==> config.mk <==
export PLATFORM = sky130hd
export DESIGN_NAME = sfu_unit
export DESIGN_NICKNAME = d
export VERILOG_FILES = /design/src/logic/exec_pkg.sv /design/src/logic/sfu_unit.sv
export SDC_FILE = /design/constraint.sdc
export NUM_CORES = 1
export LEC_CHECK = 0
export BUFFER_PORTS_ARGS = -buffer_cell sky130_fd_sc_hd__buf_2
export CAP_MARGIN = 20
export CELL_PAD_IN_SITES_DETAIL_PLACEMENT = 0
export CELL_PAD_IN_SITES_GLOBAL_PLACEMENT = 1
export CORE_AREA = 8 8 167 208
export CTS_BUF_LIST = sky130_fd_sc_hd__clkbuf_4 sky130_fd_sc_hd__clkbuf_8 sky130_fd_sc_hd__clkbuf_16
export DETAILED_ROUTE_END_ITERATION = 12
export DIE_AREA = 0 0 175 216
export PLACE_DENSITY = 0.69
export SYNTH_ARGS = -nofsm -noshare
export SYNTH_HDL_FRONTEND = slang
export SYNTH_SLANG_ARGS = --single-unit
==> constraint.sdc <==
create_clock -name clk -period 5.3 [get_ports clk]
set_input_delay 0 -clock clk [delete_from_list [all_inputs] [get_ports clk]]
set_output_delay 0 -clock clk [all_outputs]
set_load 0.01 [all_outputs]
==> src/logic/exec_pkg.sv <==
/*
 * shared definitions for the execute stage: lane and warp sizes, the
 * operation encodings of each unit and the structs on dispatch, commit,
 * branch, warp-control and memory ports. Modules import it in their body
 */
`default_nettype none

package exec_pkg;

    localparam int num_threads_def = 4;
    localparam int num_warps       = 4;
    localparam int warp_bits       = $clog2(num_warps);
    localparam int xlen            = 32;
    localparam int mem_words       = 256;
    localparam int addr_bits       = $clog2(mem_words);

    typedef enum logic [3:0] {
        alu_add    = 4'd0,
        alu_sub    = 4'd1,
        alu_and    = 4'd2,
        alu_or     = 4'd3,
        alu_xor    = 4'd4,
        alu_sll    = 4'd5,
        alu_srl    = 4'd6,
        alu_slt    = 4'd7,
        alu_beq    = 4'd8,
        alu_bne    = 4'd9,
        alu_ecall  = 4'd10,
        alu_ebreak = 4'd11
    } alu_op_e;

    typedef enum logic [3:0] {
        lsu_lw = 4'd0,
        lsu_sw = 4'd1
    } lsu_op_e;

    typedef enum logic [3:0] {
        sfu_csr_read  = 4'd0,
        sfu_csr_write = 4'd1,
        sfu_tmc       = 4'd2
    } sfu_op_e;

    // each unit reads the same four bits in its own way
    typedef union packed {
        alu_op_e alu;
        lsu_op_e lsu;
        sfu_op_e sfu;
    } exec_op_u;

    typedef enum logic [11:0] {
        csr_scratch   = 12'h340,
        csr_thread_id = 12'hcc0,
        csr_warp_id   = 12'hcc1,
        csr_core_id   = 12'hcc2
    } csr_addr_e;

    // a core may use fewer lanes than the default this struct is sized for
    typedef struct packed {
        logic [warp_bits-1:0]                  wid;
        logic [num_threads_def-1:0]            tmask;
        exec_op_u                              op;
        logic [xlen-1:0]                       pc;
        logic [xlen-1:0]                       imm;
        logic [4:0]                            rd;
        logic [num_threads_def-1:0][xlen-1:0]  rs1;
        logic [num_threads_def-1:0][xlen-1:0]  rs2;
    } dispatch_t;

    typedef struct packed {
        logic [warp_bits-1:0]                  wid;
        logic [num_threads_def-1:0]            tmask;
        logic [4:0]                            rd;
        logic                                  wb;
        logic [num_threads_def-1:0][xlen-1:0]  data;
    } commit_t;

    typedef struct packed {
        logic [warp_bits-1:0] wid;
        logic                 taken;
        logic [xlen-1:0]      target;
    } branch_ctl_t;

    typedef struct packed {
        logic [warp_bits-1:0]       wid;
        logic [num_threads_def-1:0] tmask;
    } warp_ctl_t;

    typedef struct packed {
        logic                 write;
        logic [addr_bits-1:0] addr;
        logic [xlen-1:0]      data;
    } mem_req_t;

endpackage

`default_nettype wire

==> src/logic/sfu_unit.sv <==
/*
 * special-function unit. Serves control-register reads, the scratch
 * register write and thread-mask changes, with one cycle of latency
 */
`default_nettype none

module sfu_unit #(
    parameter int CORE_ID     = 0,
    parameter int NUM_THREADS = exec_pkg::num_threads_def
) (
    input  wire                   clk,
    input  wire                   arst_n,
    input  wire                   dispatch_valid,
    output logic                  dispatch_ready,
    input  wire exec_pkg::dispatch_t dispatch,
    output logic                  commit_valid,
    input  wire                   commit_ready,
    output exec_pkg::commit_t     commit,
    output logic                  warp_ctl_valid,
    output exec_pkg::warp_ctl_t   warp_ctl
);
    import exec_pkg::*;

    logic                                 dispatch_fire;
    logic                                 is_tmc;
    logic [xlen-1:0]                      scratch_q;
    logic [xlen-1:0]                      lead_rs1;
    logic [num_threads_def-1:0][xlen-1:0] result;
    csr_addr_e                            csr_addr;

    assign dispatch_ready = !commit_valid || commit_ready;
    assign dispatch_fire  = dispatch_valid && dispatch_ready;
    assign is_tmc         = (dispatch.op.sfu == sfu_tmc);
    assign csr_addr       = csr_addr_e'(dispatch.imm[11:0]);

    always_comb begin
        lead_rs1 = '0;
        for (int i = NUM_THREADS - 1; i >= 0; i--) begin
            if (dispatch.tmask[i]) begin
                lead_rs1 = dispatch.rs1[i];
            end
        end
    end

    // a write hands back the old scratch value on every active lane
    always_comb begin
        result = '0;
        for (int i = 0; i < NUM_THREADS; i++) begin
            if (dispatch.tmask[i]) begin
                if (dispatch.op.sfu == sfu_csr_write) begin
                    result[i] = scratch_q;
                end else if (dispatch.op.sfu == sfu_csr_read) begin
                    case (csr_addr)
                        csr_thread_id: result[i] = xlen'(i);
                        csr_warp_id:   result[i] = xlen'(dispatch.wid);
                        csr_core_id:   result[i] = xlen'(CORE_ID);
                        csr_scratch:   result[i] = scratch_q;
                        default:       result[i] = '0;
                    endcase
                end
            end
        end
    end

    always_ff @(posedge clk or negedge arst_n) begin
        if (!arst_n) begin
            commit_valid   <= 1'b0;
            warp_ctl_valid <= 1'b0;
            scratch_q      <= '0;
        end else begin
            warp_ctl_valid <= dispatch_fire && is_tmc;
            if (dispatch_fire && (dispatch.op.sfu == sfu_csr_write)) begin
                scratch_q <= lead_rs1;
            end
            if (dispatch_fire) begin
                commit_valid <= 1'b1;
            end else if (commit_ready) begin
                commit_valid <= 1'b0;
            end
        end
    end

    always_ff @(posedge clk) begin
        if (dispatch_fire) begin
            commit.wid     <= dispatch.wid;
            commit.tmask   <= dispatch.tmask;
            commit.rd      <= dispatch.rd;
            commit.wb      <= !is_tmc;
            commit.data    <= result;
            warp_ctl.wid   <= dispatch.wid;
            // new mask sits in the low bits of lane 0
            warp_ctl.tmask <= dispatch.rs1[0][num_threads_def-1:0];
        end
    end

    a_tmc_nonzero: assert property (@(posedge clk) disable iff (!arst_n)
        dispatch_fire && is_tmc |=> warp_ctl_valid && (warp_ctl.tmask != '0));

endmodule

`default_nettype wire

; ---- Word-level counts from Yosys, hierarchy flattened
; Index checks and enable logic that the tools add are counted.
[word_totals]
ff_bits = 178
input_bits = 339
output_inout_bits = 149
[op_classes]
eq_ne = 5
mux = 18
reduce_logical = 8
[op_table]
columns = operator, n
row1 = $mux 32, 12
row2 = $pmux 32 s3, 3
row3 = $pmux 32 s2, 1
row4 = $eq 12x12->1 const B, 2
row5 = $eq 12x10->1 const B, 1
row6 = $eq 4x1->1 const B, 1
row7 = $eq 4x2->1 const B, 1
row8 = $logic_not 4->1, 1
row9 = $logic_and 1x1->1, 3
row10 = $logic_not 1->1, 2
row11 = $mux 1, 2
row12 = $reduce_bool 2->1, 1
row13 = $logic_or 1x1->1, 1

; ---- Longest topological paths before layout
; Gate-level depths: netlist of run 1.
[logic_depth]
depth_word = 4
mapped_depth = 6

; ---- Worst setup path after synthesis of run 1
; Ideal clock, no wire load.
[synth_path]
path_kind = register to register
start = reg commit_valid
end = reg commit[0] (netlist name) (enable)
setup_time_ns = 0.522
t_arrival_ns = 3.929
t_required_ns = 4.778
slack_ns = 0.849
stages_incl_launch_ff = 3
n_path_buf = 0
path_cell_list = dfrtp_1 -> nand2b_1 -> and2_1
[synth_between]
elab_chain_cells = 3
[synth_rtl]
columns = element, line_no
row1 = start: declaration, sfu_unit.sv:16  ; output logic commit_valid,
row2 = start signal: assignment, sfu_unit.sv:67  ; commit_valid <= 1'b0;
row3 = start signal: assignment, sfu_unit.sv:76  ; commit_valid <= 1'b1;
row4 = start signal: assignment, sfu_unit.sv:78  ; commit_valid <= 1'b0;
row5 = $logic_not 1->1, sfu_unit.sv:31  ; assign dispatch_ready = !commit_valid || commit_ready;
row6 = $logic_or 1x1->1, sfu_unit.sv:31
row7 = named net dispatch_ready, sfu_unit.sv:14  ; output logic dispatch_ready,
row8 = $logic_and 1x1->1, sfu_unit.sv:32  ; assign dispatch_fire = dispatch_valid && dispatch_ready;
row9 = named net dispatch_fire, sfu_unit.sv:24  ; logic dispatch_fire;
row10 = end: declaration, sfu_unit.sv:18  ; output exec_pkg::commit_t commit,
; The timed path passes the listed nets, and every way through them passes these cells.
; A chain may end at the register's enable or synchronous reset.

; ---- Worst setup path after layout of run 1
[layout_path]
start = in dispatch[332] (netlist name)
end = reg scratch_q[17]
[layout_between]
elab_chain_cells = 4
[layout_rtl]
columns = element, line_no
row1 = start: declaration, sfu_unit.sv:15  ; input wire exec_pkg::dispatch_t dispatch,
row2 = $mux 32 (4 in a row), sfu_unit.sv:39  ; if (dispatch.tmask[i]) begin
row3 = end signal: assignment, sfu_unit.sv:73  ; scratch_q <= lead_rs1;
row4 = end: declaration, sfu_unit.sv:26  ; logic [xlen-1:0] scratch_q;
; No other way between the ends.

==> metrics.cfg, run 1 <==
[sta]
fin_crit_sh_pct = 48.8
fmax_ghz = 0.386
rsz0062_at_grt = no
max-slew-margin-rel_pct = 29.0
tightest_slew_ns = 1.06
skew_ns = 0.0125
layout_min_cycle_time_ns = 2.59
setup_viol = 0
fin_setup_tns_ns = 0
maxSlewViolCount = 0
hold_violations = 0

[setup_path]
critPathBufInv = 3
r2r_start = commit_valid$_DFFE_PN0P_
crit_required_ns = 5.66
start_kind = input port
cp-startpoint = dispatch[332]
cp_cell_sequence = dlygate4sd3_1, buf_2, nor2b_4, a221oi_1, a211o_1, a31oi_1, dlygate4sd3_1
cp_top_family = buffers and inverters
crit-reg2reg-capture = scratch_q[11]$_DFFE_PN0P_
reg2reg_depth = 5
r2r_setup_slack_ns = 3.05
worstPathMaxFanout = 31
crit_cells = 7
cp_data_arrival_time_ns = 2.95
slowest_delay_ns = 0.86
worst_path_most_repeated_cell = dlygate4sd3_1
slowest_stage = nor2b_4
end_kind = flip-flop
crit_type = in2reg

[run]
drv_cap = 0

[synth]
netlist_instances = 576
ys_types = 33
syn_avg_cell_area_um2 = 13.4
yosys_warnings = 0
synth.ff_latch_count = 178
synth_area_mm2 = 0.00771
synth_nets = 915
seq_area_frac_synth_pct = 67.1

[final_layout]
fin_util_pct = 34.6
nNetsFinal = 1281
layout_commonest_cell = buf_2
mostFrequentLayoutCells = buf_2, edfxtp_1, dlygate4sd3_1
drive_gt1_share_pct = 44.4
area_growth_pct = 41.2

[pwr]
ir_worst_vdd_mv = 0.157
power_density_mw_per_mm2 = 314
p_leak_uw = 0.00471

[cts]
clk_pin_slew_ns = 0.07
clk_path_buf_depth = 2
clkSinkCount = 178
cts_tree = built
cts-buffers-inserted = 17
htreeDepth = 4
cts_setup_buffers = 0
cts_root_buf = clkbuf_16
clkLatencyLatePin_ns = 0.43

[outcome]
status = complete, no violations

[global_routing]
grt_pass1_wl_um = 37900
gr-total-overflow = 0
first_global_vias = 6265
track_usage_pct = 13.3
grt_antenna_before_repair = 2
grt_max_degree = 85

[place]
gp_congestion = 0.717
io_buffer_count = 307
dp_hpwl_um = 17400

[detailed_routing]
wl_per_cell_um = 18.5
drcViolationCount = 0
drt_iter0_drc = 301
firstDrtPassIters = 6
ant_nets = 0
wl_um = 25300
num_vias = 5887
routed_via_density = 4.31

[floorplanning]
ios = 488
die-width_um = 175
rows = 73
die_area_mm2 = 0.0378
start_util_pct = 24.5
core_area_mm2 = 0.0315
die_h_um = 216

[hold_path]
hold_class = in2async

==> worst max path at each step <==
stage | endpoint | slack, ns
after floorplan | commit[0]$_SDFFCE_PN0P_ | 0.85
after global placement | scratch_q[17]$_DFFE_PN0P_ | 3.03
after detailed placement | scratch_q[17]$_DFFE_PN0P_ | 2.99
after CTS | scratch_q[17]$_DFFE_PN0P_ | 2.77
after global routing | scratch_q[17]$_DFFE_PN0P_ | 2.60
final | scratch_q[17]$_DFFE_PN0P_ | 2.71
==> synthesized netlist by cell type <==
master,n,area share [%]
o21ai_0,1,0.065
nor4_4,1,0.28
nand2b_1,2,0.16
clkbuf_1,13,0.63
nor2b_1,7,0.57
a41oi_4,1,0.36
a31oi_1,31,2.5
a211o_1,31,3.5
o22ai_1,2,0.16
nand2_1,38,1.8
a221oi_1,31,3.5
nor4b_1,1,0.11
nor2_2,4,0.32
and2_2,71,6.9
dfrtp_1,34,11
nand4_1,1,0.081
nor2_1,37,1.8
or4b_2,1,0.13
and2_1,51,4.1
buf_4,5,0.49
and4bb_2,1,0.16
inv_1,34,1.7
and4_1,1,0.11
nor3_2,1,0.13
buf_1,3,0.15
buf_6,12,1.8
edfxtp_1,144,56
nor2b_2,1,0.11
a21oi_1,3,0.19
buf_2,9,0.58
and2b_1,1,0.097
a22oi_1,1,0.097
o22a_2,2,0.26
==> kinds of logic after synthesis <==
group                  count (synthesis)  share of synthesized area (%)
DFF                                  178                           67.1
and+or+nand+nor                      219                           17.0
buffers and inverters                 76                           5.26
AOI/OAI and AO/OA                    103                           10.7
==> worst reg2reg max path, delay by kind of cell, from the launching register on <==
| kind | cells | cell delay, ns |
|---|---|---|
| buffers and inverters | 2 | 1.16 |
| flip-flops | 1 | 0.39 |
| AND/OR/NAND/NOR | 2 | 0.37 |
| AO/OA/AOI/OAI | 1 | 0.21 |
==> timing repair <==
action	CTS	global route
hold endpoints to repair	81	0
hold buffers	77	0
resized for setup	0	0
==> cell type report <==
cell class	instances	area [um2]
tap	412	515
clock buffer	18	433
sequential	178	5170
timing repair buffer	389	2370
antenna	1	2.50
multi-input combinational	322	2160
clock inverter	13	110
inverter	34	128
fill	3200	20600
==> metrics by stage <==
stage	power (uW)	area, um2	hold slack (ns)	std cells	setup slack (ns)
floorplan	1940	7710	-0.296	576	0.849
global placement	2140	9560	0.177	1257	3.03
detailed placement	2150	9560	0.179	1257	2.99
CTS	3460	10900	0.0491	1365	2.77
global route	3580	10900	0.0801	1366	2.60
finish	3420	10900	0.0543	1367	2.71
==> sequential cells by signal, indices dropped and copies added, names as in the netlist <==
register and count:
commit 138, commit_valid 1, scratch_q 32, warp_ctl 6, warp_ctl_valid 1
==> routing by layer <==
metal / vias to the layer above / global-route usage (%) / routed length (um)
li1: 2805 / - / -
met4: 0 / 4.70 / 480
met5: - / 0 / 0
met3: 27 / 4.30 / 1860
met2: 223 / 23.7 / 13200
met1: 2832 / 14.4 / 9730
==> report_power, final <==
part | internal, uW | total (uW) | switching, uW | leakage, uW
Combinational | 255 | 483 | 228 | 0.00264
Sequential | 1640 | 1730 | 93.5 | 0.00182
Clock | 650 | 1210 | 557 | 0.000258
Total | 2540 | 3420 | 878 | 0.00471
Power figures use the tool's default switching activity.
==> run 2: changes to the inputs <==
==> constraint.sdc (replaced) <==
create_clock -name clk -period 2.7 [get_ports clk]
set_input_delay 0 -clock clk [delete_from_list [all_inputs] [get_ports clk]]
set_output_delay 0 -clock clk [all_outputs]
set_load 0.01 [all_outputs]
==> metrics.cfg, run 2 (synthesized netlist as in run 1, its figures left out) <==
[place]
placed_area_mm2 = 0.00968
io_buffer_count = 307
dp_hpwl_um = 18300
gp_congestion = 0.742

[setup_path]
critPathBufInv = 4
worst_path_most_repeated_cell = dlygate4sd3_1
end_kind = flip-flop
crit_required_ns = 3.06
slowest_delay_ns = 0.59
crit_type = in2reg
cp_cell_sequence = dlygate4sd3_1, buf_2, nor2b_4, buf_4, a221oi_1, a211o_1, a31oi_1, dlygate4sd3_1
cp_data_arrival_time_ns = 2.56
slowest_stage = dlygate4sd3_1
r2r_start = commit_valid$_DFFE_PN0P_
crit-reg2reg-capture = scratch_q[16]$_DFFE_PN0P_
cp_top_family = buffers and inverters
r2r_setup_slack_ns = 0.69
worstPathMaxFanout = 17
reg2reg_depth = 6
start_kind = input port

[global_routing]
use_met2_pct = 23.8
track_usage_pct = 13.4
grt_antenna_before_repair = 1
gr-total-overflow = 0
met1_usage_pct = 14.9
first_global_vias = 6307
grt_pass1_wl_um = 38300
grt_max_degree = 82
top_usage_layer = met2
use_met3_pct = 3.77

[sta]
layout_min_cycle_time_ns = 2.20
maxSlewViolCount = 0
rsz0062_at_grt = no
fin_setup_tns_ns = 0
setup_viol = 0
hold_violations = 0
fin_crit_sh_pct = 81.5
max-slew-margin-rel_pct = 40.6
fmax_ghz = 0.455
tightest_slew_ns = 0.889
skew_ns = 0.00786

[cts]
cts_hold_buffers = 76
clk_path_buf_depth = 2
htreeDepth = 4
cts_setup_buffers = 0
cts-resized-gates = 0
cts_root_buf = clkbuf_16
clk_pin_slew_ns = 0.07
clkLatencyLatePin_ns = 0.43
cts-buffers-inserted = 17
clkSinkCount = 178
cts_tree = built

[final_layout]
mostFrequentLayoutCells = buf_2, edfxtp_1, dlygate4sd3_1
area_growth_pct = 43.3
final_cell_area_mm2 = 0.0111
largest_registers = commit: 138 flops, scratch_q: 32 flops, warp_ctl: 6 flops
largest_register_ffs = 138
fin_util_pct = 35.1
layout_commonest_cell = buf_2
top_register = commit
nNetsFinal = 1293
drive_gt1_share_pct = 45.7
num-fill-cells = 3161

[floorplanning]
die-width_um = 175
die_area_mm2 = 0.0378
rows = 73
start_util_pct = 24.5
ios = 488
die_h_um = 216
core_area_mm2 = 0.0315

[detailed_routing]
drcViolationCount = 0
firstDrtPassIters = 6
drt_iter0_drc = 288
routed_via_density = 4.29
ant_nets = 0
num_vias = 5919
wl_um = 25500
wl_per_cell_um = 18.5

[hold_path]
hp-start = dispatch[329]
hold_class = in2reg
hold_path_end = commit[0]$_SDFFCE_PN0P_
holdPathStages = 3

[pwr]
ir_worst_vdd_mv = 0.299
total_power_uw = 6830
power_frac_comb_pct = 14.1
p_seq_share_pct = 49.8
clkPwrFrac_pct = 36.1
p_switching_uw = 1790
power_density_mw_per_mm2 = 618
p_int_uw = 5050
p_leak_uw = 0.00481
swShare_pct = 26.2

[outcome]
status = complete, no violations

[run]
drv_cap = 0

-- run 2: worst max-delay path by stage --
stage / startpoint / to / slack (ns) / depth (start not counted)
3_3_place_gp: dispatch[262] / commit[24]$_SDFFCE_PN0P_ / 0.59 / 5
2_1_floorplan: commit_valid$_DFFE_PN0P_ / commit[0]$_SDFFCE_PN0P_ / 0.62 / 2
3_5_place_dp: dispatch[262] / commit[13]$_SDFFCE_PN0P_ / 0.59 / 5
6_report: dispatch[332] / scratch_q[16]$_DFFE_PN0P_ / 0.50 / 8
5_1_grt: dispatch[332] / scratch_q[16]$_DFFE_PN0P_ / 0.43 / 8
4_1_cts: dispatch[332] / scratch_q[14]$_DFFE_PN0P_ / 0.57 / 8
-- run 2: layout make-up --
| type | count | area (um2) | area share, % |
|---|---|---|---|
| inverters | 34 | 128 | 1.15 |
| well taps | 412 | 515 | 4.66 |
| repair buffers | 401 | 2490 | 22.5 |
| multi-input cells | 322 | 2160 | 19.6 |
| flip-flops and latches | 178 | 5170 | 46.8 |
| clock inverters | 14 | 146 | 1.32 |
| diodes | 2 | 5.00 | 0.0453 |
| clock buffers | 18 | 433 | 3.92 |
-- run 2: routing by layer --
layer | vias to the layer above | wire, um
li1 | 2827 | -
met1 | 2845 | 10200
met2 | 224 | 13200
met3 | 23 | 1610
met4 | 0 | 509
met5 | - | 0
-- run 2: tightest hold or removal path: stages --
cell and delay (ns):
buf_2 0.11, nand2_1 0.11, nor2b_1 0.12
-- run 2: power by group through the flow --
stage / sequential [uW] / clock [uW] / combinational [uW]
2_1_floorplan: 3450 / 0 / 347
3_3_place_gp: 3460 / 0 / 753
3_5_place_dp: 3470 / 0 / 759
4_1_cts: 3410 / 2550 / 970
5_1_grt: 3440 / 2640 / 1060
6_report: 3400 / 2470 / 965
-- run 2: through the flow --
stage,hold slack (ns),instances,worst slack (ns)
final,0.0336,1381,0.500
after CTS,0.00599,1378,0.571
after global placement,0.178,1270,0.588
after global routing,0.0253,1380,0.432
after detailed placement,0.179,1270,0.586
after floorplan,-0.296,576,0.619
