$ cat config.mk
export PLATFORM = sky130hd
export DESIGN_NAME = lsu_unit
export DESIGN_NICKNAME = d
export VERILOG_FILES = /design/src/logic/exec_pkg.sv /design/src/logic/lsu_unit.sv
export SDC_FILE = /design/constraint.sdc
export NUM_CORES = 1
export LEC_CHECK = 0
export BUFFER_PORTS_ARGS = -buffer_cell sky130_fd_sc_hd__buf_2
export CORE_AREA = 10 10 210 212
export DETAILED_ROUTE_END_ITERATION = 12
export DIE_AREA = 0 0 220 222
export GPL_TIMING_DRIVEN = 0
export PLACE_DENSITY = 0.61
export SYNTH_ARGS = -nofsm -noshare
export SYNTH_HDL_FRONTEND = slang
export SYNTH_SLANG_ARGS = --single-unit
$ cat constraint.sdc
create_clock -name clk -period 8.5 [get_ports clk]
set_input_delay 1.7 -clock clk [delete_from_list [all_inputs] [get_ports clk]]
set_output_delay 1.7 -clock clk [all_outputs]
set_load 0.005 [all_outputs]
$ cat src/logic/exec_pkg.sv
/*
 * shared definitions for the execute stage: lane and warp sizes, the
 * operation encodings of each unit and the structs on dispatch, commit,
 * branch, warp-control and memory ports. Modules import it in their body
 */
`default_nettype none

package exec_pkg;

    localparam int num_threads_def = 4;
    localparam int num_warps       = 4;
    localparam int warp_bits       = $clog2(num_warps);
    localparam int xlen            = 32;
    localparam int mem_words       = 256;
    localparam int addr_bits       = $clog2(mem_words);

    typedef enum logic [3:0] {
        alu_add    = 4'd0,
        alu_sub    = 4'd1,
        alu_and    = 4'd2,
        alu_or     = 4'd3,
        alu_xor    = 4'd4,
        alu_sll    = 4'd5,
        alu_srl    = 4'd6,
        alu_slt    = 4'd7,
        alu_beq    = 4'd8,
        alu_bne    = 4'd9,
        alu_ecall  = 4'd10,
        alu_ebreak = 4'd11
    } alu_op_e;

    typedef enum logic [3:0] {
        lsu_lw = 4'd0,
        lsu_sw = 4'd1
    } lsu_op_e;

    typedef enum logic [3:0] {
        sfu_csr_read  = 4'd0,
        sfu_csr_write = 4'd1,
        sfu_tmc       = 4'd2
    } sfu_op_e;

    // each unit reads the same four bits in its own way
    typedef union packed {
        alu_op_e alu;
        lsu_op_e lsu;
        sfu_op_e sfu;
    } exec_op_u;

    typedef enum logic [11:0] {
        csr_scratch   = 12'h340,
        csr_thread_id = 12'hcc0,
        csr_warp_id   = 12'hcc1,
        csr_core_id   = 12'hcc2
    } csr_addr_e;

    // a core may use fewer lanes than the default this struct is sized for
    typedef struct packed {
        logic [warp_bits-1:0]                  wid;
        logic [num_threads_def-1:0]            tmask;
        exec_op_u                              op;
        logic [xlen-1:0]                       pc;
        logic [xlen-1:0]                       imm;
        logic [4:0]                            rd;
        logic [num_threads_def-1:0][xlen-1:0]  rs1;
        logic [num_threads_def-1:0][xlen-1:0]  rs2;
    } dispatch_t;

    typedef struct packed {
        logic [warp_bits-1:0]                  wid;
        logic [num_threads_def-1:0]            tmask;
        logic [4:0]                            rd;
        logic                                  wb;
        logic [num_threads_def-1:0][xlen-1:0]  data;
    } commit_t;

    typedef struct packed {
        logic [warp_bits-1:0] wid;
        logic                 taken;
        logic [xlen-1:0]      target;
    } branch_ctl_t;

    typedef struct packed {
        logic [warp_bits-1:0]       wid;
        logic [num_threads_def-1:0] tmask;
    } warp_ctl_t;

    typedef struct packed {
        logic                 write;
        logic [addr_bits-1:0] addr;
        logic [xlen-1:0]      data;
    } mem_req_t;

endpackage

`default_nettype wire

$ cat src/logic/lsu_unit.sv
/*
 * load/store sequencer. Walks the active lanes lowest first with one memory
 * request per cycle, gathers load data and commits the whole warp
 */
`default_nettype none

module lsu_unit #(
    parameter int NUM_THREADS = exec_pkg::num_threads_def
) (
    input  wire                   clk,
    input  wire                   arst_n,
    input  wire                   dispatch_valid,
    output logic                  dispatch_ready,
    input  wire exec_pkg::dispatch_t dispatch,
    output logic                  commit_valid,
    input  wire                   commit_ready,
    output exec_pkg::commit_t     commit,
    output logic                  mem_req_valid,
    output exec_pkg::mem_req_t    mem_req,
    input  wire [exec_pkg::xlen-1:0] mem_rsp_data
);
    import exec_pkg::*;

    localparam int lane_bits = (NUM_THREADS > 1) ? $clog2(NUM_THREADS) : 1;

    typedef enum logic [1:0] {
        st_idle,
        st_issue,
        st_drain,
        st_commit
    } state_e;

    state_e                               state_q;
    dispatch_t                            req_q;
    logic [NUM_THREADS-1:0]               pend_q;
    logic [NUM_THREADS-1:0]               next_pend;
    logic [lane_bits-1:0]                 cur_lane;
    logic [lane_bits-1:0]                 rsp_lane_q;
    logic                                 rsp_load_q;
    logic [xlen-1:0]                      lane_addr;
    logic [num_threads_def-1:0][xlen-1:0] result_q;
    logic                                 dispatch_fire;

    // one instruction at a time from its handshake until its commit leaves
    assign dispatch_ready = (state_q == st_idle);
    assign dispatch_fire  = dispatch_valid && dispatch_ready;
    assign commit_valid   = (state_q == st_commit);
    assign mem_req_valid  = (state_q == st_issue);

    always_comb begin
        cur_lane = '0;
        for (int i = NUM_THREADS - 1; i >= 0; i--) begin
            if (pend_q[i]) begin
                cur_lane = lane_bits'(i);
            end
        end
    end

    assign next_pend = pend_q & ~(NUM_THREADS'(1) << cur_lane);

    // word index wraps at the memory size
    assign lane_addr     = req_q.rs1[cur_lane] + req_q.imm;
    assign mem_req.write = (req_q.op.lsu == lsu_sw);
    assign mem_req.addr  = lane_addr[addr_bits-1:0];
    assign mem_req.data  = req_q.rs2[cur_lane];

    always_ff @(posedge clk or negedge arst_n) begin
        if (!arst_n) begin
            state_q    <= st_idle;
            pend_q     <= '0;
            rsp_load_q <= 1'b0;
        end else begin
            rsp_load_q <= mem_req_valid && !mem_req.write;
            case (state_q)
                st_idle: begin
                    if (dispatch_fire) begin
                        pend_q  <= dispatch.tmask[NUM_THREADS-1:0];
                        state_q <= (|dispatch.tmask[NUM_THREADS-1:0]) ? st_issue : st_drain;
                    end
                end
                st_issue: begin
                    pend_q <= next_pend;
                    if (next_pend == '0) begin
                        state_q <= st_drain;
                    end
                end
                // last read data arrives here
                st_drain: state_q <= st_commit;
                st_commit: begin
                    if (commit_ready) begin
                        state_q <= st_idle;
                    end
                end
                default: state_q <= st_idle;
            endcase
        end
    end

    always_ff @(posedge clk) begin
        rsp_lane_q <= cur_lane;
        if (dispatch_fire) begin
            req_q    <= dispatch;
            result_q <= '0;
        end else if (rsp_load_q) begin
            result_q[rsp_lane_q] <= mem_rsp_data;
        end
    end

    assign commit.wid   = req_q.wid;
    assign commit.tmask = req_q.tmask;
    assign commit.rd    = req_q.rd;
    assign commit.wb    = (req_q.op.lsu == lsu_lw);
    assign commit.data  = result_q;

    // every request serves a lane that is still pending
    a_no_req_when_idle: assert property (@(posedge clk) disable iff (!arst_n)
        mem_req_valid |-> pend_q[cur_lane]);

endmodule

`default_nettype wire

# Yosys cells after proc, flatten, opt, wreduce, memory -nomap -nowiden

Index checks and enable logic that the tools add are counted.

Output and inout bits: 184
Word-level logic and storage cells: 64
Input port bits: 371
Register bits after elaboration: 416

Order comparisons: 3
Reductions and logical operators: 11
Shifts and indexed selects: 1
Bitwise logic cells: 2
Add/subtract/negate cells: 1
Equality and inequality tests: 7
Mux-type cells: 18

Operators by type and width:

| cell                                                  | number |
|---|---|
| binary-select mux 32 bit (select 2 bit)               | 2 |
| bitwise mux 128 bit                                   | 1 |
| demux 32 bit (select 2 bit)                           | 1 |
| two-way mux 32 bit                                    | 2 |
| two-way mux 2 bit                                     | 8 |
| adder 8 bit                                           | 1 |
| logical NOT 4 bit                                     | 2 |
| two-way mux 8 bit                                     | 1 |
| one-hot mux 2 bit (4 select lines)                    | 1 |
| one-hot mux 4 bit (2 select lines)                    | 1 |
| < comparator 2 x 3 -> 1 bit, second input constant    | 2 |
| inequality test 2 x 1 -> 1 bit, second input constant | 3 |
| bitwise AND 4 bit                                     | 1 |
| equality test 2 bit, second input constant            | 2 |
| equality test 4 x 1 -> 1 bit, second input constant   | 1 |
| two-way mux 4 bit                                     | 1 |
| NOT 4 bit                                             | 1 |
| OR reduction 4 bit                                    | 1 |
| left shift 1 x 2 -> 4 bit, first input constant       | 1 |
| logical AND 1 bit                                     | 3 |
| AND reduction 3 bit                                   | 1 |
| equality test 2 x 1 -> 1 bit, second input constant   | 1 |
| >= comparator 2 x 1 -> 1 bit, second input constant   | 1 |
| logical NOT 2 bit                                     | 1 |
| 3 further kinds                                       | 3 |

# Logic depth before layout (Yosys ltp)

Gate-level depths: netlist (run 1).

Word-level depth: 10
Gate-level depth with buffers: 15
Gate-level depth less buffers: 13

# Worst setup path after synthesis (run 1)

OpenSTA, ideal clock, no wires.

Path type: input-to-reg
Start: input dispatch_valid
End: register req_q, in the netlist commit[129] (enable)
Setup time: 0.620 ns
Cell stages on the path: 3
Buffers on the path: 2
Arrival: 7.095 ns
Data required time: 7.880 ns
Setup slack: 0.786 ns
Cell sequence: and2_1 buf_2 clkbuf_1

Word-level cells in the longest chain between the ends: 1

Ends and longest elaborated chain:

| what                 | RTL line        | text |
|---|---|---|
| start, declared      | lsu_unit.sv:12  | `input wire dispatch_valid,` |
| logical AND 1 bit    | lsu_unit.sv:46  | `assign dispatch_fire = dispatch_valid && dispatch_ready;` |
| via dispatch_fire    | lsu_unit.sv:42  | `logic dispatch_fire;` |
| end signal, assigned | lsu_unit.sv:102 | `req_q <= dispatch;` |
| end, declared        | lsu_unit.sv:34  | `dispatch_t req_q;` |

The timed path passes the listed nets, and every way through them passes these cells.
A chain may end at the register's enable or synchronous reset.

==> reports/results.ini, run 1 <==
[place]
placed_area_um2 = 14500
gp_congestion = 0.822
dp_slack_ns = 3.24
io_buffer_count = 402
dp_hpwl_um = 30800

[die]
core-area_um2 = 39600
initial_utilization_pct = 29.7
fp-row-count = 73
die-area_um2 = 48800
dieHeight_um = 222
ios = 555
die_w_um = 220

[synth]
synthArstFlopShare_pct = 2.19
synth_ff_type = edfxtp_1
seq_area_frac_synth_pct = 70.3
ys_warn_count = 0
avgSynthCellArea_um2 = 11.7
synth_edf_count = 183
synth.distinct_cells = 50
ys_ff_latch = 320
netlist_area_um2 = 11800
synth_top_cell_by_area = edfxtp_1
synthTopCellsByArea = edfxtp_1 (47%), dfxtp_1 (22%), nand2_1 (9.1%), a21oi_1 (5.8%), mux2i_1 (2.7%)
synthCells = 1007
netlist.area_leader.share_pct = 46.7
synth.most_common_cell = nand2_1
ys_top_cells_by_count = nand2_1 (285), edfxtp_1 (183), a21oi_1 (136)
syn-num-nets = 1390

[sta]
relSlewSlack_pct = 34.5
finalHoldViolCount = 0
layout_setup_ws_ns = 2.68
min_period_over_period_pct = 68.4
finClkSkew_ns = 0.0127
holdWs_ns = 0.450
worst_pin_slew_ns = 0.980
finalCriticalPeriod_ns = 5.82
fmax_ghz = 0.172
drv_slew = 0
rsz0062_at_grt = no
setup_viol = 0

[cts]
htree_levels = 2
clock_latency_ns = 0.54
cts_setup_buffers = 0
cts_tree = done
clkSlewWorstSetupHoldPaths_ns = 0.06
root_buffer = clkbuf_16
clock_path_buffers = 3
clock_sinks = 320
hold_buffers = 0
cts_resized = 0
numCtsBuffers = 36

[cells_and_area]
final_area_um2 = 15700
fin_nets = 1834
syn_to_final_growth_pct = 33.1
finish.utilization_pct = 39.5
drive_gt1_share_pct = 32.4

[critical_path]
worstSetupEndpointType = output pin
cp.required_ns = 6.80
rrSetupSlack_ns = 5.60
crit_path_max_fanout = 10
crit_type = reg -> out
crit_arrival_ns = 4.12
cp-start-kind = register

[global_routing]
grt_max_degree = 62
grt_first_pass_wirelength_um = 58200
grt_usage_pct = 15.6
antenna_found_initial = 9
grt_pass1_vias = 9488
overflow = 0

[power]
p_switching_uw = 1950
ir_drop_v = 0.000223
power.clock.fraction_pct = 26.3
p_leak_uw = 0.00648
power_frac_comb_pct = 33.8
seqPwrFrac_pct = 39.9
fin_total_pwr_uw = 5640
p_sw_share_pct = 34.6
internal_power_uw = 3690
powerDensity_nw_per_um2 = 360

[detailed_routing]
drc_errors = 0
wire_per_inst_um = 19.7
routed_wl_um = 39400
via_per_inst = 4.58
drt_iter0_markers = 605
vias = 9190
ant_nets = 0
first_pass_iters = 5

[outcome]
run_status = completed

[hold_path]
worst_hold_path_type = reg -> reg

[job]
maxCapViolCount = 0

[final cells by class]
type / count / area [µm²]
clock inverter: 11 / 90.1
multi-input combinational: 606 / 3140
timing repair buffer: 406 / 2090
fill: 3899 / 24000
sequential: 320 / 8270
inverter: 9 / 33.8
clock buffer: 52 / 1030
tap: 525 / 657
buffer: 72 / 334
antenna: 4 / 10.0
[logic make-up after synthesis]
family	synth area share [%]
AO/OA/AOI/OAI	11.0
XOR/XNOR	0.521
adder cells (fa/ha/maj)	1.42
buffers and inverters	3.09
flip-flops	70.3
multiplexers	2.82
AND/OR/NAND/NOR	10.8
[registers in the layout (all words and copies together), names as in the netlist]
| name | cells |
|---|---|
| state_q | 2 |
| rsp_lane_q | 2 |
| req_q | 172 |
| commit | 139 |
| rsp_load_q | 1 |
| pend_q | 4 |
[worst max-delay path: stages, from the launching register on]
cell and delay, ns:
dfrtp_1 0.48, and2b_1 0.23, nor2_1 0.08, or2_1 0.18, clkbuf_1 0.26, buf_6 0.24, inv_2 0.13, nand2_1 0.09
a31oi_1 0.14, ha_1 0.30, fa_1 0.40, a21o_1 0.17, a21oi_1 0.23, o21bai_1 0.10, a21oi_1 0.19, xnor2_1 0.15
buf_2 0.20
[final timing paths]
kind / from / to / cells after the start
setup / recovery: pend_q[3] / mem_req[38] / 16
hold / removal: commit[64] / commit[64] / 2
setup reg to reg: state_q[1] / req_q[0] / 7
hold reg to reg: commit[64] / commit[64] / 2
max in group asynchronous: arst_n / pend_q[0] / 1
min in group asynchronous: arst_n / pend_q[3] / 1
[metrics by stage]
stage,std cells,setup TNS (ns)
after floorplan,1007,0
after global placement,1934,-286.83
after detailed placement,1938,0
after CTS,2001,0
after global routing,2005,0
final,2005,0
[power by group through the flow]
stage / Clock, µW / Sequential (µW) / Combinational [µW]
after floorplan: 0 / 2310 / 965
after global placement: 0 / 2350 / 1900
after detailed placement: 0 / 2280 / 1950
after CTS: 1530 / 2250 / 1960
after global routing: 1590 / 2290 / 2150
final: 1480 / 2250 / 1910
[cells in the final DEF, fill, tap and decap left out, types with 8 or more instances in the layout]
cell type	netlist	layout
o21ai_1	35	35
a22oi_1	32	32
a21oi_1	136	136
ha_1	11	11
mux2i_1	32	32
inv_1	8	8
nor2_1	8	8
buf_4	13	14
o21ai_0	8	8
buf_2	3	405
clkbuf_1	51	61
clkbuf_16	0	38
nand2_1	285	285
dfxtp_1	130	130
edfxtp_1	183	183
[per-layer routing]
layer / up-vias / share of wire, % / global-route usage (%)
li1: 4417 / - / -
met1: 4286 / 41 / 18.6
met2: 421 / 46 / 25.0
met3: 56 / 11 / 6.19
met4: 10 / 2.1 / 4.91
met5: - / 0.18 / 0
No activity file was read; power rests on OpenSTA's default activity.
==> run 2: changes to the inputs <==
- ABC_AREA: not set -> 1
- CORE_AREA: 10 10 210 212 -> 10 10 205 207
- DIE_AREA: 0 0 220 222 -> 0 0 215 217
- PLACE_DENSITY: 0.61 -> 0.64
- clock period: 8.5 -> 5.82 ns (I/O delays scaled with it)
==> run 2 against run 1 <==
Non-clock buffer count fell by 4. Sequential cell count did not move. Sequential share of layout area rose by 0.13 points. Clock power rose by 42%. Setup slack got worse by 1.5 ns. Total power rose by 58%. Combinational power rose by 79%. Sequential power rose by 52%. Die area fell by 4.5%. Design area fell by 0.25%. Critical path type unchanged.
==> reports/results.ini, run 2 <==
[outcome]
run_status = completed  ; unchanged

[cts]
cts_resized = 0  ; unchanged
root_buffer = clkbuf_16  ; unchanged
clock_sinks = 320  ; unchanged
htree_levels = 2  ; unchanged
numCtsBuffers = 35  ; was 36
hold_buffers = 0  ; unchanged
clock_latency_ns = 0.54  ; about the same
cts_setup_buffers = 0  ; unchanged
cts_tree = done  ; unchanged
clkSlewWorstSetupHoldPaths_ns = 0.06  ; about the same
clock_path_buffers = 3  ; unchanged

[critical_path]
crit_path_max_fanout = 10  ; unchanged
cp-start-kind = register  ; unchanged
r2r_start = state_q[1]  ; unchanged
rrSetupSlack_ns = 3.10  ; was 5.60 ns
r2r-end = req_q[38]  ; was req_q[0]
worstSetupEndpointType = output pin  ; unchanged
reg2reg_depth = 6  ; was 7
crit_arrival_ns = 3.45  ; was 4.12 ns
crit_type = reg -> out  ; unchanged
crit_start = pend_q[2]  ; was pend_q[3]
cp.required_ns = 4.66  ; was 6.80 ns

[power]
power_frac_comb_pct = 38.2  ; was 33.8%
p_switching_uw = 3310  ; was 1950 µW
internal_power_uw = 5620  ; was 3690 µW
ir_drop_v = 0.000316  ; was 0.000223 V
p_sw_share_pct = 37.1  ; was 34.6%
powerDensity_nw_per_um2 = 572  ; was 360 nW/µm²
p_leak_uw = 0.00663  ; was 0.00648 µW
power.clock.fraction_pct = 23.5  ; was 26.3%
seqPwrFrac_pct = 38.3  ; was 39.9%

[synth]
ys_ff_latch = 320  ; unchanged
syn-num-nets = 1433  ; was 1390
synthArstFlopShare_pct = 2.19  ; unchanged
synthCells = 1050  ; was 1007
synth_edf_count = 183  ; unchanged
synth_top_cell_by_area = edfxtp_1  ; unchanged
ys_warn_count = 0  ; unchanged
synth.distinct_cells = 31  ; was 50
synthTopCellsByArea = edfxtp_1 (46%), dfxtp_1 (22%), o21ai_0 (6.8%), nor2_1 (5.5%), a21oi_1 (3.0%)  ; was edfxtp_1 (47%), dfxtp_1 (22%), nand2_1 (9.1%), a21oi_1 (5.8%), mux2i_1 (2.7%)
netlist.area_leader.share_pct = 46.3  ; was 46.7%
netlist_area_um2 = 11900  ; was 11800 µm²
synth_ff_type = edfxtp_1  ; unchanged
ys_top_cells_by_count = edfxtp_1 (183), nor2_1 (174), o21ai_0 (161)  ; was nand2_1 (285), edfxtp_1 (183), a21oi_1 (136)
seq_area_frac_synth_pct = 69.8  ; was 70.3%
synth.most_common_cell = edfxtp_1  ; was nand2_1
avgSynthCellArea_um2 = 11.3  ; was 11.7 µm²

[global_routing]
grt_max_degree = 94  ; was 62
grt_usage_pct = 16.6  ; was 15.6%
overflow = 0  ; unchanged
antenna_found_initial = 14  ; was 9
grt_first_pass_wirelength_um = 59900  ; was 58200 µm
grt_pass1_vias = 9806  ; was 9488

[sta]
worst_pin_slew_ns = 0.688  ; was 0.980 ns
fmax_ghz = 0.217
relSlewSlack_pct = 54.1  ; was 34.5%
finalHoldViolCount = 0  ; unchanged
rsz0062_at_grt = no  ; unchanged
drv_slew = 0  ; unchanged
setup_viol = 0  ; unchanged
finClkSkew_ns = 0.0108  ; was 0.0127 ns
finalCriticalPeriod_ns = 4.62
min_period_over_period_pct = 79.3

[cells_and_area]
fin_cells = 2034  ; was 2005
final_area_um2 = 15600  ; was 15700 µm²
ff_latch_area_um2 = 8270  ; unchanged
mostFrequentLayoutCells = buf_2 (418), edfxtp_1 (183), nor2_1 (174)  ; was buf_2 (405), nand2_1 (285), edfxtp_1 (183)
fin_nets = 1873  ; was 1834
syn_to_final_growth_pct = 31.8  ; was 33.1%
top_register = req_q  ; unchanged
fillers = 3705  ; was 3899
multi_input_area_um2 = 2870  ; was 3140 µm²
drive_gt1_share_pct = 32.8  ; was 32.4%
final_common_cell = buf_2  ; unchanged
largest_reg_flops = 172  ; unchanged

[die]
die_w_um = 215  ; was 220 µm
die-area_um2 = 46700  ; was 48800 µm²
ios = 555  ; unchanged
core-area_um2 = 38100  ; was 39600 µm²
dieHeight_um = 217  ; was 222 µm
initial_utilization_pct = 31.1  ; was 29.7%
fp-row-count = 72  ; was 73

[hold_path]
worstHoldEndpoint = commit[64]  ; unchanged
worst_hold_path_type = reg -> reg  ; unchanged
min_from = commit[64]  ; unchanged
hold_depth = 2  ; unchanged

[detailed_routing]
wire_per_inst_um = 19.8  ; was 19.7 µm
ant_nets = 0  ; unchanged
drt_iter0_markers = 681  ; was 605
drc_errors = 0  ; unchanged
via_per_inst = 4.68  ; was 4.58
routed_wl_um = 40300  ; was 39400 µm
first_pass_iters = 5  ; unchanged
vias = 9511  ; was 9190

[place]
placed_area_um2 = 14600  ; was 14500 µm²
dp_hpwl_um = 31200  ; was 30800 µm
io_buffer_count = 402  ; unchanged
gp_congestion = 0.877  ; was 0.822
place_inst = 1971  ; was 1938

[job]
maxCapViolCount = 0  ; unchanged

-- run 2: changes by cell type after synthesis, sizes merged, moves of 64 or more --
cell / change
nand2: -244
nor2: +167
o21ai: +156
inv: +80
a21oi: -64
-- run 2: worst max path at each step --
stage	to	cells past startpoint
final	mem_req[38]	13
after global routing	mem_req[38]	13
after CTS	mem_req[38]	13
after detailed placement	mem_req[38]	13
after global placement	req_q[326]	4
after floorplan	commit[129]	3
-- run 2: cell type report --
class                           instances  area share [%]
Antenna cell                            6          0.0961
Buffer                                 71            2.42
Clock buffer                           45            6.11
Clock inverter                         12           0.665
Inverter                               89            2.19
Multi-Input combinational cell        570            18.4
Sequential cell                       320            52.9
Tap cell                              518            4.15
Timing Repair Buffer                  403            13.1
-- run 2: logic make-up after synthesis --
family	Yosys count	share of synthesized area, %
XOR/XNOR	4	0.295
AO/OA/AOI/OAI	322	14.9
adder cells (fa/ha/maj)	12	1.33
flip-flops	320	69.8
buffers and inverters	160	6.00
AND/OR/NAND/NOR	232	7.74
-- run 2: through the flow --
stage               power (µW)  worst slack, ns  utilization, %  setup TNS (ns)  hold slack, ns
floorplan                 5270            0.321               -               0           0.440
global placement          6900            -1.37            38.1         -249.86           0.429
detailed placement        6930             1.75            38.2               0           0.435
CTS                       9060             1.10            41.0               0           0.424
global route              9590            0.943            41.0               0           0.448
finish                    8930             1.20            41.0               0           0.440
-- run 2: power by group through the flow --
| stage | registers, µW | clock network [µW] | logic [µW] |
|---|---|---|---|
| floorplan | 3490 | 0 | 1790 |
| finish | 3420 | 2100 | 3410 |
| detailed placement | 3460 | 0 | 3470 |
| global route | 3490 | 2250 | 3850 |
| CTS | 3420 | 2150 | 3490 |
| global placement | 3510 | 0 | 3390 |
-- run 2: worst max-delay path: stages (launching register included) --
cell and delay, ns:
dfrtp_1 0.37, buf_6 0.15, o21ai_1 0.41, buf_2 0.40, a31oi_1 0.14, ha_1 0.24, fa_1 0.42, nand3_1 0.09
nand2_1 0.09, a21oi_1 0.17, nor2_1 0.08, o21bai_1 0.14, nand2_1 0.08, buf_2 0.13
-- run 2: routing by layer --
metal	part of all wire (%)	GRT usage, %
met4	2.8	6.48
met5	0.21	0
met1	39	19.2
met3	12	7.17
met2	46	26.9
